## config.mk

```make
export PLATFORM = sky130hd
export DESIGN_NAME = conv_spi_top
export DESIGN_NICKNAME = d
export VERILOG_FILES = /design/src/source/spi_pkg.sv /design/src/source/conv_spi_top.sv /design/src/source/spi_clk_gen.sv /design/src/source/spi_frame_ctrl.sv /design/src/source/spi_master.sv
export SDC_FILE = /design/constraint.sdc
export NUM_CORES = 1
export LEC_CHECK = 0
export ABC_AREA = 1
export CORE_MARGIN = 1.5
export CORE_UTILIZATION = 60
export CTS_BUF_LIST = sky130_fd_sc_hd__clkbuf_16
export CTS_CLUSTER_DIAMETER = 60
export CTS_CLUSTER_SIZE = 30
export DETAILED_ROUTE_END_ITERATION = 10
export DONT_BUFFER_PORTS = 1
export PLACE_DENSITY = 0.75
export SETUP_SLACK_MARGIN = 0.5
export SYNTH_ARGS = -nofsm -noshare
export SYNTH_HDL_FRONTEND = slang
export SYNTH_SLANG_ARGS = --single-unit
```

## constraint.sdc

```tcl
create_clock -name CLK50MHZ -period 3.2 [get_ports CLK50MHZ]
set_input_delay 0.64 -clock CLK50MHZ [delete_from_list [all_inputs] [get_ports CLK50MHZ]]
set_output_delay 0.64 -clock CLK50MHZ [all_outputs]
set_load 0.03 [all_outputs]
```

## src/source/spi_pkg.sv

```systemverilog
package spi_pkg;

	//////////////////////////////
	// frame and serial clock timing
	//////////////////////////////

	// bits per frame
	localparam int SPI_WIDTH = 32;
	// bit counter width, must hold SPI_WIDTH itself
	localparam int SPI_IDX_W = 6;
	// CLK50MHZ cycles per half period of sck
	localparam int SCK_HALF_CYCLES = 4;
	localparam int SCK_CNT_W = $clog2(SCK_HALF_CYCLES);
	// sck held low while cs is high
	localparam bit SCK_GATED = 1'b1;

	// op codes of the command word
	localparam logic [3:0] OP_WRITE = 4'h1;
	localparam logic [3:0] OP_READ = 4'h2;

	// shift engine states
	localparam logic [1:0] M_WAIT = 2'd0;
	localparam logic [1:0] M_SEND = 2'd1;
	localparam logic [1:0] M_DONE = 2'd2;

	// frame controller states
	localparam logic [1:0] C_IDLE = 2'd0;
	localparam logic [1:0] C_RUN = 2'd1;
	localparam logic [1:0] C_REPORT = 2'd2;

	//////////////////////////////
	// word layouts, msb first on the wire
	//////////////////////////////

	// outgoing view
	typedef struct packed {
		logic [3:0] op;
		logic [3:0] channel;
		logic [15:0] code;
		logic [7:0] pad;
	} cmd_word_t;

	// incoming view
	typedef struct packed {
		logic [3:0] status;
		logic [3:0] channel;
		logic [15:0] sample;
		logic [7:0] tag;
	} reply_word_t;

	// one shift register, two readings
	typedef union packed {
		cmd_word_t cmd;
		reply_word_t reply;
	} spi_word_u;

	// request from the user side
	typedef struct packed {
		logic write;
		logic [1:0] channel;
		logic [15:0] code;
	} conv_req_t;

	// decoded reply
	typedef struct packed {
		logic [3:0] channel;
		logic [15:0] sample;
		logic [3:0] status;
		logic chan_match;
		logic was_write;
	} conv_result_t;

endpackage

```

## src/source/conv_spi_top.sv

```systemverilog
`timescale 1ns/10ps

module conv_spi_top import spi_pkg::*; (
	input logic CLK50MHZ,
	input logic RST,
	// request side
	input logic req_valid,
	input conv_req_t req,
	output logic busy,
	output logic result_valid,
	output conv_result_t result,
	// converter pins
	output logic spi_sck,
	output logic spi_cs,
	output logic spi_mosi,
	input logic spi_miso
);

	// clock generator strobes
	logic sck_level;
	logic half_trig;
	logic bit_trig;

	// controller to master
	logic spi_trig;
	logic spi_done;
	spi_word_u tx_word;
	spi_word_u rx_word;

	//////////////////////////////
	// serial clock source
	//////////////////////////////
	spi_clk_gen u_clk_gen (
		.CLK50MHZ (CLK50MHZ),
		.RST (RST),
		.sck_level (sck_level),
		.half_trig (half_trig),
		.bit_trig (bit_trig)
	);

	//////////////////////////////
	// request to frame
	//////////////////////////////
	spi_frame_ctrl u_frame_ctrl (
		.CLK50MHZ (CLK50MHZ),
		.RST (RST),
		.req_valid (req_valid),
		.req (req),
		.busy (busy),
		.result_valid (result_valid),
		.result (result),
		.spi_trig (spi_trig),
		.tx_word (tx_word),
		.spi_done (spi_done),
		.rx_word (rx_word)
	);

	// shift engine on the pins
	spi_master u_master (
		.CLK50MHZ (CLK50MHZ),
		.RST (RST),
		.sck_level (sck_level),
		.half_trig (half_trig),
		.bit_trig (bit_trig),
		.spi_trig (spi_trig),
		.tx_word (tx_word),
		.rx_word (rx_word),
		.spi_done (spi_done),
		.spi_sck (spi_sck),
		.spi_cs (spi_cs),
		.spi_mosi (spi_mosi),
		.spi_miso (spi_miso)
	);

endmodule

```

## src/source/spi_clk_gen.sv

```systemverilog
`timescale 1ns/10ps

module spi_clk_gen import spi_pkg::*; (
	input logic CLK50MHZ,
	input logic RST,
	output logic sck_level,
	output logic half_trig,
	output logic bit_trig
);

	// cycles spent in the current half period
	logic [SCK_CNT_W-1:0] half_cnt;
	logic half_end;

	// last cycle of a half period
	assign half_end = (half_cnt == SCK_CNT_W'(SCK_HALF_CYCLES - 1));

	//////////////////////////////
	// half period counter
	//////////////////////////////
	always_ff @(posedge CLK50MHZ) begin
		if (RST) begin
			half_cnt <= '0;
		end else if (half_end) begin
			half_cnt <= '0;
		end else begin
			half_cnt <= half_cnt + 1'b1;
		end
	end

	//////////////////////////////
	// level and strobes
	//////////////////////////////
	// strobes are registered with the toggle,
	// so they sit in the first cycle of the new level
	always_ff @(posedge CLK50MHZ) begin
		if (RST) begin
			sck_level <= 1'b0;
			half_trig <= 1'b0;
			bit_trig <= 1'b0;
		end else begin
			half_trig <= half_end;
			// falling change only, data moves here
			bit_trig <= half_end & sck_level;
			if (half_end) begin
				sck_level <= ~sck_level;
			end
		end
	end

	// every bit strobe is also a half strobe
	a_bit_in_half: assert property (
		@(posedge CLK50MHZ) disable iff (RST)
		bit_trig |-> half_trig && !sck_level
	) else $error("bit_trig without falling half_trig");

endmodule

```

## src/source/spi_frame_ctrl.sv

```systemverilog
`timescale 1ns/10ps

module spi_frame_ctrl import spi_pkg::*; (
	input logic CLK50MHZ,
	input logic RST,
	// user side
	input logic req_valid,
	input conv_req_t req,
	output logic busy,
	output logic result_valid,
	output conv_result_t result,
	// master side
	output logic spi_trig,
	output spi_word_u tx_word,
	input logic spi_done,
	input spi_word_u rx_word
);

	logic [1:0] state;
	// request kept for the whole frame
	conv_req_t req_q;

	//////////////////////////////
	// state machine and trigger
	//////////////////////////////
	always_ff @(posedge CLK50MHZ) begin
		if (RST) begin
			state <= C_IDLE;
			spi_trig <= 1'b0;
		end else begin
			// one cycle pulse unless set below
			spi_trig <= 1'b0;
			case (state)
				C_IDLE: begin
					// requests while busy are dropped
					if (req_valid) begin
						state <= C_RUN;
						spi_trig <= 1'b1;
					end
				end
				C_RUN: begin
					if (spi_done) begin
						state <= C_REPORT;
					end
				end
				C_REPORT: begin
					state <= C_IDLE;
				end
				default: begin
					state <= C_IDLE;
				end
			endcase
		end
	end

	always_ff @(posedge CLK50MHZ) begin
		if (state == C_IDLE && req_valid) begin
			req_q <= req;
		end
	end

	// command view, stable from req_q during the trigger
	always_comb begin
		tx_word.cmd.op = req_q.write ? OP_WRITE : OP_READ;
		tx_word.cmd.channel = {2'b00, req_q.channel};
		tx_word.cmd.code = req_q.code;
		tx_word.cmd.pad = 8'h00;
	end

	//////////////////////////////
	// reply decode
	//////////////////////////////
	always_ff @(posedge CLK50MHZ) begin
		if (state == C_RUN && spi_done) begin
			result.channel <= rx_word.reply.channel;
			result.sample <= rx_word.reply.sample;
			result.status <= rx_word.reply.status;
			result.chan_match <= (rx_word.reply.channel == {2'b00, req_q.channel});
			result.was_write <= req_q.write;
		end
	end

	// busy from the cycle after the request through the report
	assign busy = (state != C_IDLE);
	assign result_valid = (state == C_REPORT);

	// master only finishes frames this block started
	a_done_not_idle: assert property (
		@(posedge CLK50MHZ) disable iff (RST)
		spi_done |-> (state != C_IDLE)
	) else $error("spi_done while idle");

endmodule

```

## src/source/spi_master.sv

```systemverilog
`timescale 1ns/10ps

module spi_master import spi_pkg::*; (
	input logic CLK50MHZ,
	input logic RST,
	// strobes from the clock generator
	input logic sck_level,
	input logic half_trig,
	input logic bit_trig,
	// frame handshake
	input logic spi_trig,
	input spi_word_u tx_word,
	output spi_word_u rx_word,
	output logic spi_done,
	// pins
	output logic spi_sck,
	output logic spi_cs,
	output logic spi_mosi,
	input logic spi_miso
);

	logic [1:0] state;
	logic [SPI_WIDTH-1:0] shift_reg;
	logic [SPI_IDX_W-1:0] bit_idx;
	logic last_bit;
	logic spi_clocking;
	logic sck_en;

	// strobe that ends the frame
	assign last_bit = (bit_idx == SPI_IDX_W'(SPI_WIDTH));

	//////////////////////////////
	// state machine
	//////////////////////////////
	always_ff @(posedge CLK50MHZ) begin
		if (RST) begin
			state <= M_WAIT;
		end else begin
			case (state)
				M_WAIT: begin
					if (spi_trig) begin
						state <= M_SEND;
					end
				end
				M_SEND: begin
					if (bit_trig && last_bit) begin
						state <= M_DONE;
					end
				end
				// single cycle, gives the done pulse
				M_DONE: begin
					state <= M_WAIT;
				end
				default: begin
					state <= M_WAIT;
				end
			endcase
		end
	end

	// bit counter, one step per strobe, parked on the last one
	always_ff @(posedge CLK50MHZ) begin
		if (RST) begin
			bit_idx <= '0;
		end else if (state == M_WAIT) begin
			bit_idx <= '0;
		end else if (state == M_SEND && bit_trig && !last_bit) begin
			bit_idx <= bit_idx + 1'b1;
		end
	end

	//////////////////////////////
	// shift register
	//////////////////////////////
	// tx word taken with the trigger, miso enters at the bottom;
	// the first strobe shifts in a dummy that falls out by the end
	always_ff @(posedge CLK50MHZ) begin
		if (state == M_WAIT && spi_trig) begin
			shift_reg <= tx_word;
		end else if (state == M_SEND && bit_trig) begin
			shift_reg <= {shift_reg[SPI_WIDTH-2:0], spi_miso};
		end
	end

	// reply held until the next trigger
	assign rx_word = shift_reg;
	assign spi_done = (state == M_DONE);

	//////////////////////////////
	// chip select and mosi
	//////////////////////////////
	always_ff @(posedge CLK50MHZ) begin
		if (RST) begin
			spi_cs <= 1'b1;
			spi_mosi <= 1'b0;
		end else begin
			case (state)
				M_WAIT: begin
					spi_cs <= 1'b1;
					spi_mosi <= 1'b0;
				end
				M_SEND: begin
					if (bit_trig) begin
						// low from the first strobe, high on the last
						spi_cs <= last_bit;
						// park mosi low once the word is out
						spi_mosi <= last_bit ? 1'b0 : shift_reg[SPI_WIDTH-1];
					end
				end
				default: begin
					spi_cs <= spi_cs;
				end
			endcase
		end
	end

	//////////////////////////////
	// serial clock gating
	//////////////////////////////
	// armed during the frame, dropped at the next half period after cs rises
	always_ff @(posedge CLK50MHZ) begin
		if (RST) begin
			spi_clocking <= 1'b0;
		end else if (!spi_cs) begin
			spi_clocking <= 1'b1;
		end else if (half_trig) begin
			spi_clocking <= 1'b0;
		end
	end

	// free running sck when gating is off
	assign sck_en = SCK_GATED ? ~spi_cs : 1'b1;
	assign spi_sck = sck_level & sck_en;

	// no frame outside the send state
	a_cs_idle: assert property (
		@(posedge CLK50MHZ) disable iff (RST)
		(state == M_WAIT) |-> spi_cs
	) else $error("cs low while waiting");

	// flag must be up before the first rising sck
	a_sck_gated: assert property (
		@(posedge CLK50MHZ) disable iff (RST)
		!spi_clocking |-> !spi_sck
	) else $error("sck running with clocking flag clear");

	a_idx_range: assert property (
		@(posedge CLK50MHZ) disable iff (RST)
		bit_idx <= SPI_IDX_W'(SPI_WIDTH)
	) else $error("bit counter past frame length");

endmodule

```

==> results of run 1 <==
[cells in the mapped netlist (2+ instances only)]
library cell	number
a21oi_1	9
a32o_1	16
buf_2	2
buf_4	3
buf_6	3
clkbuf_1	2
dfxtp_1	27
edfxtp_1	67
ha_1	3
inv_1	33
nand2_1	22
nand2_2	2
nand3_1	11
nand4_1	3
nor2_1	14
nor3_1	4
o21ai_0	8
o22ai_1	9
xor2_1	2
[state kept, by name (all words and copies together) (netlist names)]
signal / flops
u_master.state: 2
u_master.spi_mosi: 1
u_frame_ctrl.state: 2
u_frame_ctrl.spi_trig: 1
u_master.spi_cs: 1
u_clk_gen.half_cnt: 2
u_frame_ctrl.req_q: 1
u_frame_ctrl.result: 26
u_master.bit_idx: 6
u_frame_ctrl.tx_word: 18
u_master.rx_word: 32
u_clk_gen.bit_trig: 1
u_clk_gen.sck_level: 1
[cell families (layout without fill, tap and decap cells)]
kind of cell | after synthesis | after routing
AOI/OAI and AO/OA | 46 | 46
xor gates and xnor gates | 2 | 2
adders and majority gates | 3 | 3
buffers and inverters | 45 | 53
DFF | 94 | 94
and+or+nand+nor | 60 | 60
[how the worst max path moves through the flow]
stage	from	endpoint	slack, ps	cells after the start
after global routing	u_master.state[0]$_SDFFE_PP0P_	u_master.rx_word[24]$_DFFE_PP_	1000	4
after CTS	u_master.state[0]$_SDFFE_PP0P_	u_master.rx_word[24]$_DFFE_PP_	1090	4
after detailed placement	u_master.state[0]$_SDFFE_PP0P_	u_master.rx_word[13]$_DFFE_PP_	1120	4
final	u_master.state[0]$_SDFFE_PP0P_	u_master.rx_word[30]$_SDFFCE_PP0P_	1090	4
after global placement	u_master.state[0]$_SDFFE_PP0P_	u_master.rx_word[11]$_DFFE_PP_	1200	4
after floorplan	u_frame_ctrl.state[0]$_SDFFE_PP0P_	u_frame_ctrl.result[0]$_DFFE_PP_	1240	4
[critical path: cells and delay by family, from the launching register on]
kind                   cells  cell delay (ps)
buffers and inverters      1              150
AND/OR/NAND/NOR            3             1100
flip-flops                 1              470
[cell type report]
cell class              count  area share
clock buffers               9      0.0593
clock inverters             7      0.0240
inverters                  34      0.0343
multi-input cells         111       0.181
flip-flops and latches     94       0.672
well taps                  72      0.0237
repair buffers              3     0.00593
[metrics by stage]
stage                     cell area [sq um]  hold slack (ps)
final                                  3800              369
after global routing                   3800              359
after CTS                              3800              362
after detailed placement               3480              417
after global placement                 3480              413
after floorplan                        3440              404
[layout by cell type (no fill, tap or decap), drive strengths merged]
cell      instances
edfxtp           67
inv              36
dfxtp            27
nand2            24
a32o             16
nor2             15
nand3            12
o22ai            10
a21oi            10
clkbuf            9
o21ai             9
nor3              4
nand4             3
ha                3
buf               3
xor2              2
clkinvlp          2
bufinv            2
o211ai            1
nor4              1
nor3b             1
clkinv            1
[routing by layer]
| layer | share of wire | global-route usage | up-vias | wire length [um] |
|---|---|---|---|---|
| li1 | - | - | 905 | - |
| met3 | 0.056 | 0.0535 | 11 | 342 |
| met1 | 0.43 | 0.273 | 914 | 2590 |
| met4 | 0.014 | 0.0750 | 0 | 87 |
| met2 | 0.50 | 0.351 | 79 | 3040 |
| met5 | 0 | 0 | - | 0 |
[power by group through the flow]
stage	registers [uW]	logic, uW	clock network [uW]
6_report	1360	70.9	1110
5_1_grt	1370	79.2	1170
2_1_floorplan	1380	59.1	0
3_3_place_gp	1390	68.2	0
4_1_cts	1360	71.5	1120
3_5_place_dp	1390	70.6	0
==> results.json, run 1 <==
{
  "start_util": 0.624,
  "pwr-share-seq": 0.537,
  "cp-start-kind": "flop",
  "multi_input_area_sq_um": 687,
  "first_pass_iters": 4,
  "grt_pass1_wl_um": 9360,
  "ctsHoldBuffers": 0,
  "grt_overflow_total": 0,
  "power_density_mw_per_mm2": 669,
  "worstPathCellList": "nand2_2 > nor2_8 > inv_4 > nand2_2",
  "synth_cell_types": 29,
  "antenna_cells": 0,
  "grt_start_max_net_pins": 33,
  "layout_setup_ws_ps": 1090,
  "ys_ff_latch": 94,
  "final_util": 0.690,
  "postRouteAntennaNets": 0,
  "place.gp.congestion": 0.862,
  "setup_viol": 0,
  "grt_pass1_vias": 1824,
  "io_pins": 54,
  "dpl_worst_slack_ps": 1120,
  "vias_per_cell": 5.78,
  "swShare": 0.196,
  "rsz0062_at_grt": "no",
  "reg2reg_depth": 4,
  "avgSynthCellArea_sq_um": 13.7,
  "min_path_cells": 1,
  "synth_top_area_share": 0.585,
  "setup_tns_ps": 0,
  "netlist_instances": 250,
  "dieArea_sq_mm": 0.00619,
  "slew_viol_final": 0,
  "wire_per_inst_um": 18.4,
  "synthXorXnorAreaFrac": 0.00510,
  "grt_use_total": 0.212,
  "die_width_um": 78.7,
  "chipHeight_um": 78.7,
  "row_count": 27,
  "synth_edf_count": 67,
  "drcViolationCount": 0,
  "synthToLayoutAreaGrowth_pct": 10.5,
  "worstPathArrival_ps": 2070,
  "path_clk_slew_ps": 60,
  "yosysTopAreaCell": "edfxtp_1",
  "cts_buffers": 9,
  "finClkSkew_ps": 10.6,
  "slowest_delay_ps": 590,
  "synth.mux.area_fraction": 0,
  "syn-cell-area_sq_mm": 0.00344,
  "syn_nets": 276,
  "cp_max_fo": 32,
  "cts_resized": 0,
  "drive_above_1_share": 0.0969,
  "synth_simple_gate_area_frac": 0.0830,
  "hpwl_um": 3710,
  "fin_crit_sh": 0.659,
  "maxCapViolations": 0,
  "synth-adder-area-share": 0.0109,
  "core_sq_mm": 0.00551,
  "finalWirelength_um": 6060,
  "rrSetupSlack_ps": 1090,
  "vdd_ir_drop_max_mv": 0.436,
  "power.internal_uw": 2040,
  "port_buffers": 0,
  "critPathSlowestCell": "nand2_2",
  "yosys_warnings": 0,
  "post_cts_buffers": 0,
  "ys_async_sr_fraction": 0,
  "tightest_slew_ps": 766,
  "fillers": 359,
  "r2r_end": "u_master.rx_word[30]$_SDFFCE_PP0P_",
  "power_uw": 2540,
  "clockBufferDepth": 2,
  "cts_tree": "built",
  "hold_viol": 0,
  "required_ps": 3160,
  "instances_no_fill": 330,
  "hp-class": "primary input to flop",
  "clock_latency_ps": 340,
  "reg2reg_from": "u_master.state[0]$_SDFFE_PP0P_",
  "worst-setup-path-type": "flop to flop",
  "seq_area_frac_synth": 0.743,
  "h-tree-depth": 3,
  "worstSetupEndpointType": "flop",
  "antenna_found_initial": 0,
  "synth_compound_area_frac": 0.0976,
  "outcome": "complete, no violations",
  "synth_top_family_by_area": "compound AO/OA/AOI/OAI gates",
  "fmax_ghz": 0.475,
  "dpl.cell_count": 314,
  "fin_nets": 279,
  "synth_area_leaders": "edfxtp_1 59%, dfxtp_1 16%, a32o_1 4.7%, inv_1 3.6%, nand2_1 2.4%",
  "cpMostUsedCell": "nand2_2",
  "min_to": "u_frame_ctrl.state[0]$_SDFFE_PP0P_",
  "drt_iter0_drc": 163,
  "fin_crit_ps": 2110,
  "p_clk_frac": 0.435,
  "root_buffer": "clkbuf_16",
  "leakage_uw": 0.00133,
  "power.switching_uw": 499,
  "vias": 1909,
  "clock-sinks": 94,
  "seq_area_sq_mm": 0.00255,
  "min_from": "RST",
  "ys.flop_type": "edfxtp_1",
  "combPwrFrac": 0.028,
  "slew_headroom": 0.489
}
(Power assumes the default switching activity.)
==> run 2, diff against run 1 <==
ABC_AREA = 0   (was 1)
CORE_UTILIZATION = 55   (was 60)
PLACE_DENSITY = 0.72   (was 0.75)
clock period = 1.85 ns   (was 3.2 ns; I/O delays follow)
==> run 2 against run 1 <==
Clock power increased by 50%. Setup slack got worse by 610 ps. Die area increased by 5.9%. Via count decreased by 2.4%. Synthesized cell count shrank 17%. Area after synthesis decreased by 2.7%. Combinational power rose by 82%. Flip-flop and latch count is the same. Critical endpoint is now busy.
==> results.json, run 2 <==
{
  "rsz0062_at_grt": "yes",
  "clockBufferDepth": 2,
  "port_buffers": 0,
  "reg2reg_from": "u_master.state[0]$_SDFFE_PP0P_",
  "slew_headroom": 0.712,
  "antenna_found_initial": 0,
  "synth_edf_count": 67,
  "ys_async_sr_fraction": 0,
  "wire_per_inst_um": 20.9,
  "grt_pass1_vias": 1843,
  "r2r_end": "u_master.rx_word[21]$_DFFE_PP_",
  "avgSynthCellArea_sq_um": 16.1,
  "drt_iter0_drc": 194,
  "cts_buffers": 9,
  "layout_common_cells": "67 x edfxtp_1, 30 x a22o_1, 18 x dfxtp_1",
  "required_ps": 1480,
  "grt_pass1_wl_um": 9770,
  "cp_max_fo": 3,
  "worstSetupEndpointType": "primary output",
  "hpwl_um": 3480,
  "setup_tns_ps": 0,
  "synth_area_leaders": "edfxtp_1 60%, dfxtp_1 16%, a22o_1 7.9%, buf_2 1.2%, ha_1 1.1%",
  "slew_viol_final": 0,
  "ys.flop_type": "edfxtp_1",
  "io_pins": 54,
  "yosysMostFrequentCell": "edfxtp_1",
  "syn-cell-area_sq_mm": 0.00334,
  "worstPathArrival_ps": 990,
  "row_count": 28,
  "seq_area_frac_synth": 0.763,
  "grt_start_max_net_pins": 34,
  "postRouteAntennaNets": 0,
  "dieArea_sq_mm": 0.00656,
  "setup_viol": 0,
  "worstPathCellList": "or2_4",
  "start_util": 0.568,
  "finalWirelength_um": 6470,
  "vdd_ir_drop_max_mv": 0.634,
  "tightest_slew_ps": 431,
  "antenna_cells": 0,
  "path_clk_slew_ps": 60,
  "root_buffer": "clkbuf_16",
  "rrSetupSlack_ps": 500,
  "die_width_um": 81.0,
  "synth_cell_types": 37,
  "place.gp.congestion": 0.832,
  "yosys_warnings": 0,
  "h-tree-depth": 3,
  "dpl.cell_count": 279,
  "min_from": "RST",
  "ys_ff_latch": 94,
  "final_common_cell": "edfxtp_1",
  "ctsHoldBuffers": 0,
  "finClkSkew_ps": 6.71,
  "drive_above_1_share": 0.298,
  "maxCapViolations": 0,
  "fin_crit_sh": 0.737,
  "core_sq_mm": 0.00589,
  "fin_nets": 257,
  "reg2reg_depth": 4,
  "first_pass_iters": 4,
  "path_buf_inv": 0,
  "hp-class": "primary input to flop",
  "cp-start-kind": "flop",
  "synth_top_area_share": 0.602,
  "vias_per_cell": 6.01,
  "fmax_ghz": 0.733,
  "synthToLayoutAreaGrowth_pct": 19.6,
  "instances_no_fill": 310,
  "slowest_delay_ps": 350,
  "hold_viol": 0,
  "clock_latency_ps": 340,
  "min_path_cells": 1,
  "cp_top_family": "flip-flops",
  "largest_reg_flops": 32,
  "chipHeight_um": 81.0,
  "fin_crit_ps": 1360,
  "leakage_uw": 0.00139,
  "power_density_mw_per_mm2": 1030,
  "yosysTopAreaCell": "edfxtp_1",
  "outcome": "complete, no violations",
  "syn_nets": 234,
  "grt_use_total": 0.208,
  "fillers": 409,
  "worst-setup-path-type": "flop to primary output",
  "grt_overflow_total": 0,
  "cts_tree": "built",
  "netlist_instances": 208,
  "min_to": "u_clk_gen.sck_level$_SDFFE_PP0N_",
  "critPathSlowestCell": "dfxtp_4",
  "clock-sinks": 94,
  "ys_top_cells_by_count": "67 x edfxtp_1, 30 x a22o_1, 27 x dfxtp_1",
  "drcViolationCount": 0,
  "vias": 1864
}
[run 2: layer usage]
| metal | up-vias | share of wire | GRT usage |
|---|---|---|---|
| met3 | 18 | 0.042 | 0.0461 |
| met2 | 83 | 0.49 | 0.329 |
| li1 | 844 | - | - |
| met1 | 919 | 0.44 | 0.267 |
| met5 | - | 0 | 0 |
| met4 | 0 | 0.029 | 0.119 |
[run 2: final cells by class]
| cell class | count | area, sq um | area share |
|---|---|---|---|
| Sequential cell | 94 | 2580 | 0.644 |
| Timing Repair Buffer | 18 | 178 | 0.0444 |
| Inverter | 8 | 33.8 | 0.00845 |
| Clock inverter | 6 | 38.8 | 0.00970 |
| Tap cell | 75 | 93.8 | 0.0235 |
| Timing Repair inverter | 1 | 7.51 | 0.00188 |
| Multi-Input combinational cell | 99 | 846 | 0.212 |
| Clock buffer | 9 | 225 | 0.0563 |
[run 2: worst register-to-register path, stage by stage (launching register included)]
cell and delay, ps:
dfxtp_4 380, and3b_2 240, nor2_4 190, clkinvlp_4 140, buf_12 160
[run 2: cells by family (layout without fill, tap and decap cells)]
family / Yosys count / in the layout / share of synthesized area
muxes: 2 / 2 / 0.00599
DFF: 94 / 94 / 0.763
xor gates and xnor gates: 3 / 3 / 0.00786
and+or+nand+nor: 42 / 45 / 0.0760
adders and majority gates: 3 / 3 / 0.0112
AOI/OAI and AO/OA: 46 / 46 / 0.110
buffers and inverters: 18 / 42 / 0.0254
[run 2: how the worst max path moves through the flow]
stage | depth (start not counted) | from | to | slack [ps]
after floorplan | 5 | u_clk_gen.bit_trig$_SDFF_PP0_ | u_master.rx_word[10]$_DFFE_PP_ | 340
after global placement | 3 | u_master.state[0]$_SDFFE_PP0P_ | u_master.rx_word[17]$_DFFE_PP_ | 260
after detailed placement | 3 | u_master.state[0]$_SDFFE_PP0P_ | u_master.rx_word[20]$_DFFE_PP_ | 180
after CTS | 2 | u_master.spi_cs$_SDFFE_PP1P_ | spi_sck | 470
after global routing | 6 | u_master.bit_idx[0]$_SDFFE_PP0P_ | u_master.bit_idx[4]$_SDFFE_PP0P_ | 460
final | 1 | u_frame_ctrl.state[1]$_SDFFE_PP0P_ | busy | 490
[run 2: where the power goes]
group,switching [uW],internal (uW)
sequential,32.5,2310
combinational,71.5,57.2
clock,759,900
total,863,3270
[run 2: through the flow]
step | hold slack [ps] | total power (uW) | instance area (sq um) | utilization | setup WS (ps)
floorplan | 404 | 2460 | 3390 | - | 341
global placement | 408 | 2480 | 3460 | 0.588 | 258
detailed placement | 413 | 2490 | 3460 | 0.588 | 181
CTS | 85.7 | 4130 | 3900 | 0.662 | 470
global route | 84.7 | 4220 | 4000 | 0.679 | 459
finish | 87.3 | 4130 | 4000 | 0.679 | 486
[run 2: repair_timing]
item | CTS | global route
pin swaps | 5 | 9
setup buffers | 8 | 4
cloned | 4 | 0
resized for setup | 25 | 22
setup endpoints to repair | 111 | 78
==> run 3, diff against run 2 <==
CORE_UTILIZATION = 60   (was 55)
PLACE_DENSITY = 0.75   (was 0.72)
clock period = 1.45 ns   (was 1.85 ns; I/O delays follow)
==> run 3 against run 2 <==
Count of clock-buffer cells in the layout unchanged. Cell count increased by 1.9%. Sequential share of layout area is 4.7 points lower. Clock skew grew 2.6 ps. Wire length rose by 22%. Final area grew 8.0%. Non-clock buffer count grew 14. Combinational power grew 58%. Die area decreased by 8.0%.
==> results.json, run 3 (same netlist as run 2, synthesis figures left out) <==
{
  "fmax_ghz": 0.703,
  "grt_start_max_net_pins": 21,
  "grt_pass1_wl_um": 11300,
  "rsz0062_at_grt": "yes",
  "dieArea_sq_mm": 0.00603,
  "combPwrFrac": 0.035,
  "cp_max_fo": 12,
  "clock-sinks": 94,
  "grt_pass1_vias": 2035,
  "finalWirelength_um": 7900,
  "vdd_ir_drop_max_mv": 1.18,
  "cts_tree": "built",
  "grt_use_total": 0.262,
  "largest_reg_flops": 32,
  "postRouteAntennaNets": 0,
  "dpl.cell_count": 280,
  "finClkSkew_ps": 9.33,
  "p_clk_frac": 0.452,
  "io_pins": 54,
  "root_buffer": "clkbuf_16",
  "row_count": 26,
  "hpwl_um": 3830,
  "instances_no_fill": 316,
  "antenna_cells": 0,
  "path_clk_slew_ps": 70,
  "setup_viol": 0,
  "fin_crit_ps": 1420,
  "outcome": "complete, no violations",
  "pwr-share-seq": 0.513,
  "fillers": 237,
  "clock_latency_ps": 330,
  "first_pass_iters": 5,
  "worstPathArrival_ps": 1520,
  "tightest_slew_ps": 369,
  "vias": 2033,
  "reg2reg_depth": 4,
  "min_to": "u_frame_ctrl.state[0]$_SDFFE_PP0P_",
  "power.internal_uw": 4710,
  "maxCapViolations": 0,
  "layout_setup_ws_ps": 28.3,
  "cts_buffers": 9,
  "start_util": 0.638,
  "die_width_um": 77.6,
  "fin_nets": 267,
  "place.gp.congestion": 0.802,
  "vias_per_cell": 6.43,
  "clockBufferDepth": 2,
  "min_from": "RST",
  "power_density_mw_per_mm2": 1350,
  "design_area_sq_mm": 0.00432,
  "chipHeight_um": 77.6,
  "slew_viol_final": 0,
  "rrSetupSlack_ps": 30,
  "h-tree-depth": 3,
  "drt_iter0_drc": 211,
  "ctsHoldBuffers": 0,
  "core_sq_mm": 0.00524,
  "worst-setup-path-type": "flop to flop",
  "power.switching_uw": 1120,
  "layout_common_cells": "67 x edfxtp_1, 29 x a22o_1, 17 x buf_4",
  "swShare": 0.192,
  "final_common_cell": "edfxtp_1",
  "drcViolationCount": 0,
  "leakage_uw": 0.00149,
  "cp-start-kind": "flop",
  "dpl_worst_slack_ps": 89.8,
  "final_util": 0.825,
  "r2r_end": "u_master.rx_word[18]$_DFFE_PP_",
  "wire_per_inst_um": 25.0,
  "slew_headroom": 0.752,
  "grt_overflow_total": 0,
  "fin_crit_sh": 0.980,
  "synthToLayoutAreaGrowth_pct": 29.2,
  "place_area_sq_mm": 0.00360,
  "required_ps": 1550,
  "reg2reg_from": "u_master.state[1]$_SDFFE_PP0P_",
  "port_buffers": 0,
  "min_path_cells": 1,
  "hold_viol": 0,
  "hp-class": "primary input to flop",
  "worstSetupEndpointType": "flop",
  "antenna_found_initial": 0,
  "drive_above_1_share": 0.370
}
run 3: changes by cell type in the layout (fill, tap and decap cells not counted), sizes merged:
cell      delta
clkbuf       +1
buf         +13
bufinv       +3
clkinv       -2
clkinvlp     -1
and3b        -3
run 3: what timing repair did:
item | in CTS | in global routing
setup endpoints to repair | 143 | 144
cloned | 3 | 0
buffers inserted | 13 | 4
resized for setup | 29 | 17
pin swaps | 9 | 7
run 3: power groups by stage:
stage | Sequential (uW) | Clock (uW) | Combinational (uW)
2_1_floorplan | 3030 | 0 | 114
3_3_place_gp | 3050 | 0 | 145
3_5_place_dp | 3050 | 0 | 155
4_1_cts | 2990 | 2630 | 185
5_1_grt | 2990 | 2770 | 214
6_report | 2990 | 2640 | 204
run 3: metrics by stage:
step / hold slack [ps] / total power [uW] / setup TNS, ps
after floorplan: 389 / 3150 / -1280
after global placement: 359 / 3190 / 0
after detailed placement: 360 / 3210 / 0
after CTS: 5.15 / 5800 / 0
after global routing: -3.00 / 5980 / -301
final: 3.83 / 5830 / 0
run 3: worst max path at each step:
| stage | from | end | cells past startpoint |
|---|---|---|---|
| after global placement | u_master.state[1]$_SDFFE_PP0P_ | u_master.rx_word[20]$_DFFE_PP_ | 4 |
| after global routing | u_master.bit_idx[1]$_SDFFE_PP0P_ | u_master.bit_idx[4]$_SDFFE_PP0P_ | 6 |
| after CTS | u_master.state[0]$_SDFFE_PP0P_ | u_frame_ctrl.result[8]$_DFFE_PP_ | 4 |
| after detailed placement | u_master.state[1]$_SDFFE_PP0P_ | u_master.rx_word[20]$_DFFE_PP_ | 4 |
| after floorplan | u_clk_gen.bit_trig$_SDFF_PP0_ | u_master.rx_word[10]$_DFFE_PP_ | 5 |
| final | u_master.state[1]$_SDFFE_PP0P_ | u_master.rx_word[18]$_DFFE_PP_ | 4 |
run 3: area by class of cell:
cell class                 instances  area, sq um  area share
tap                               70         87.6      0.0203
clock buffer                       9          225      0.0521
sequential                        94         2580       0.597
multi-input combinational         96          897       0.208
timing repair buffer              32          382      0.0883
clock inverter                     7          114      0.0264
inverter                           8         33.8     0.00782
run 3: critical path, stage by stage (launching register included):
cell,delay [ps]
dfxtp_4,390
and3b_2,290
nor2_4,150
clkinvlp_4,170
buf_12,180
run 3: per-layer routing:
metal / vias up / GRT usage / part of all wire / routed length, um
met5: - / 0 / 0 / 0
met3: 24 / 0.0753 / 0.088 / 698
met1: 1013 / 0.300 / 0.36 / 2880
met2: 134 / 0.433 / 0.51 / 4020
met4: 0 / 0.162 / 0.038 / 300
li1: 862 / - / - / -
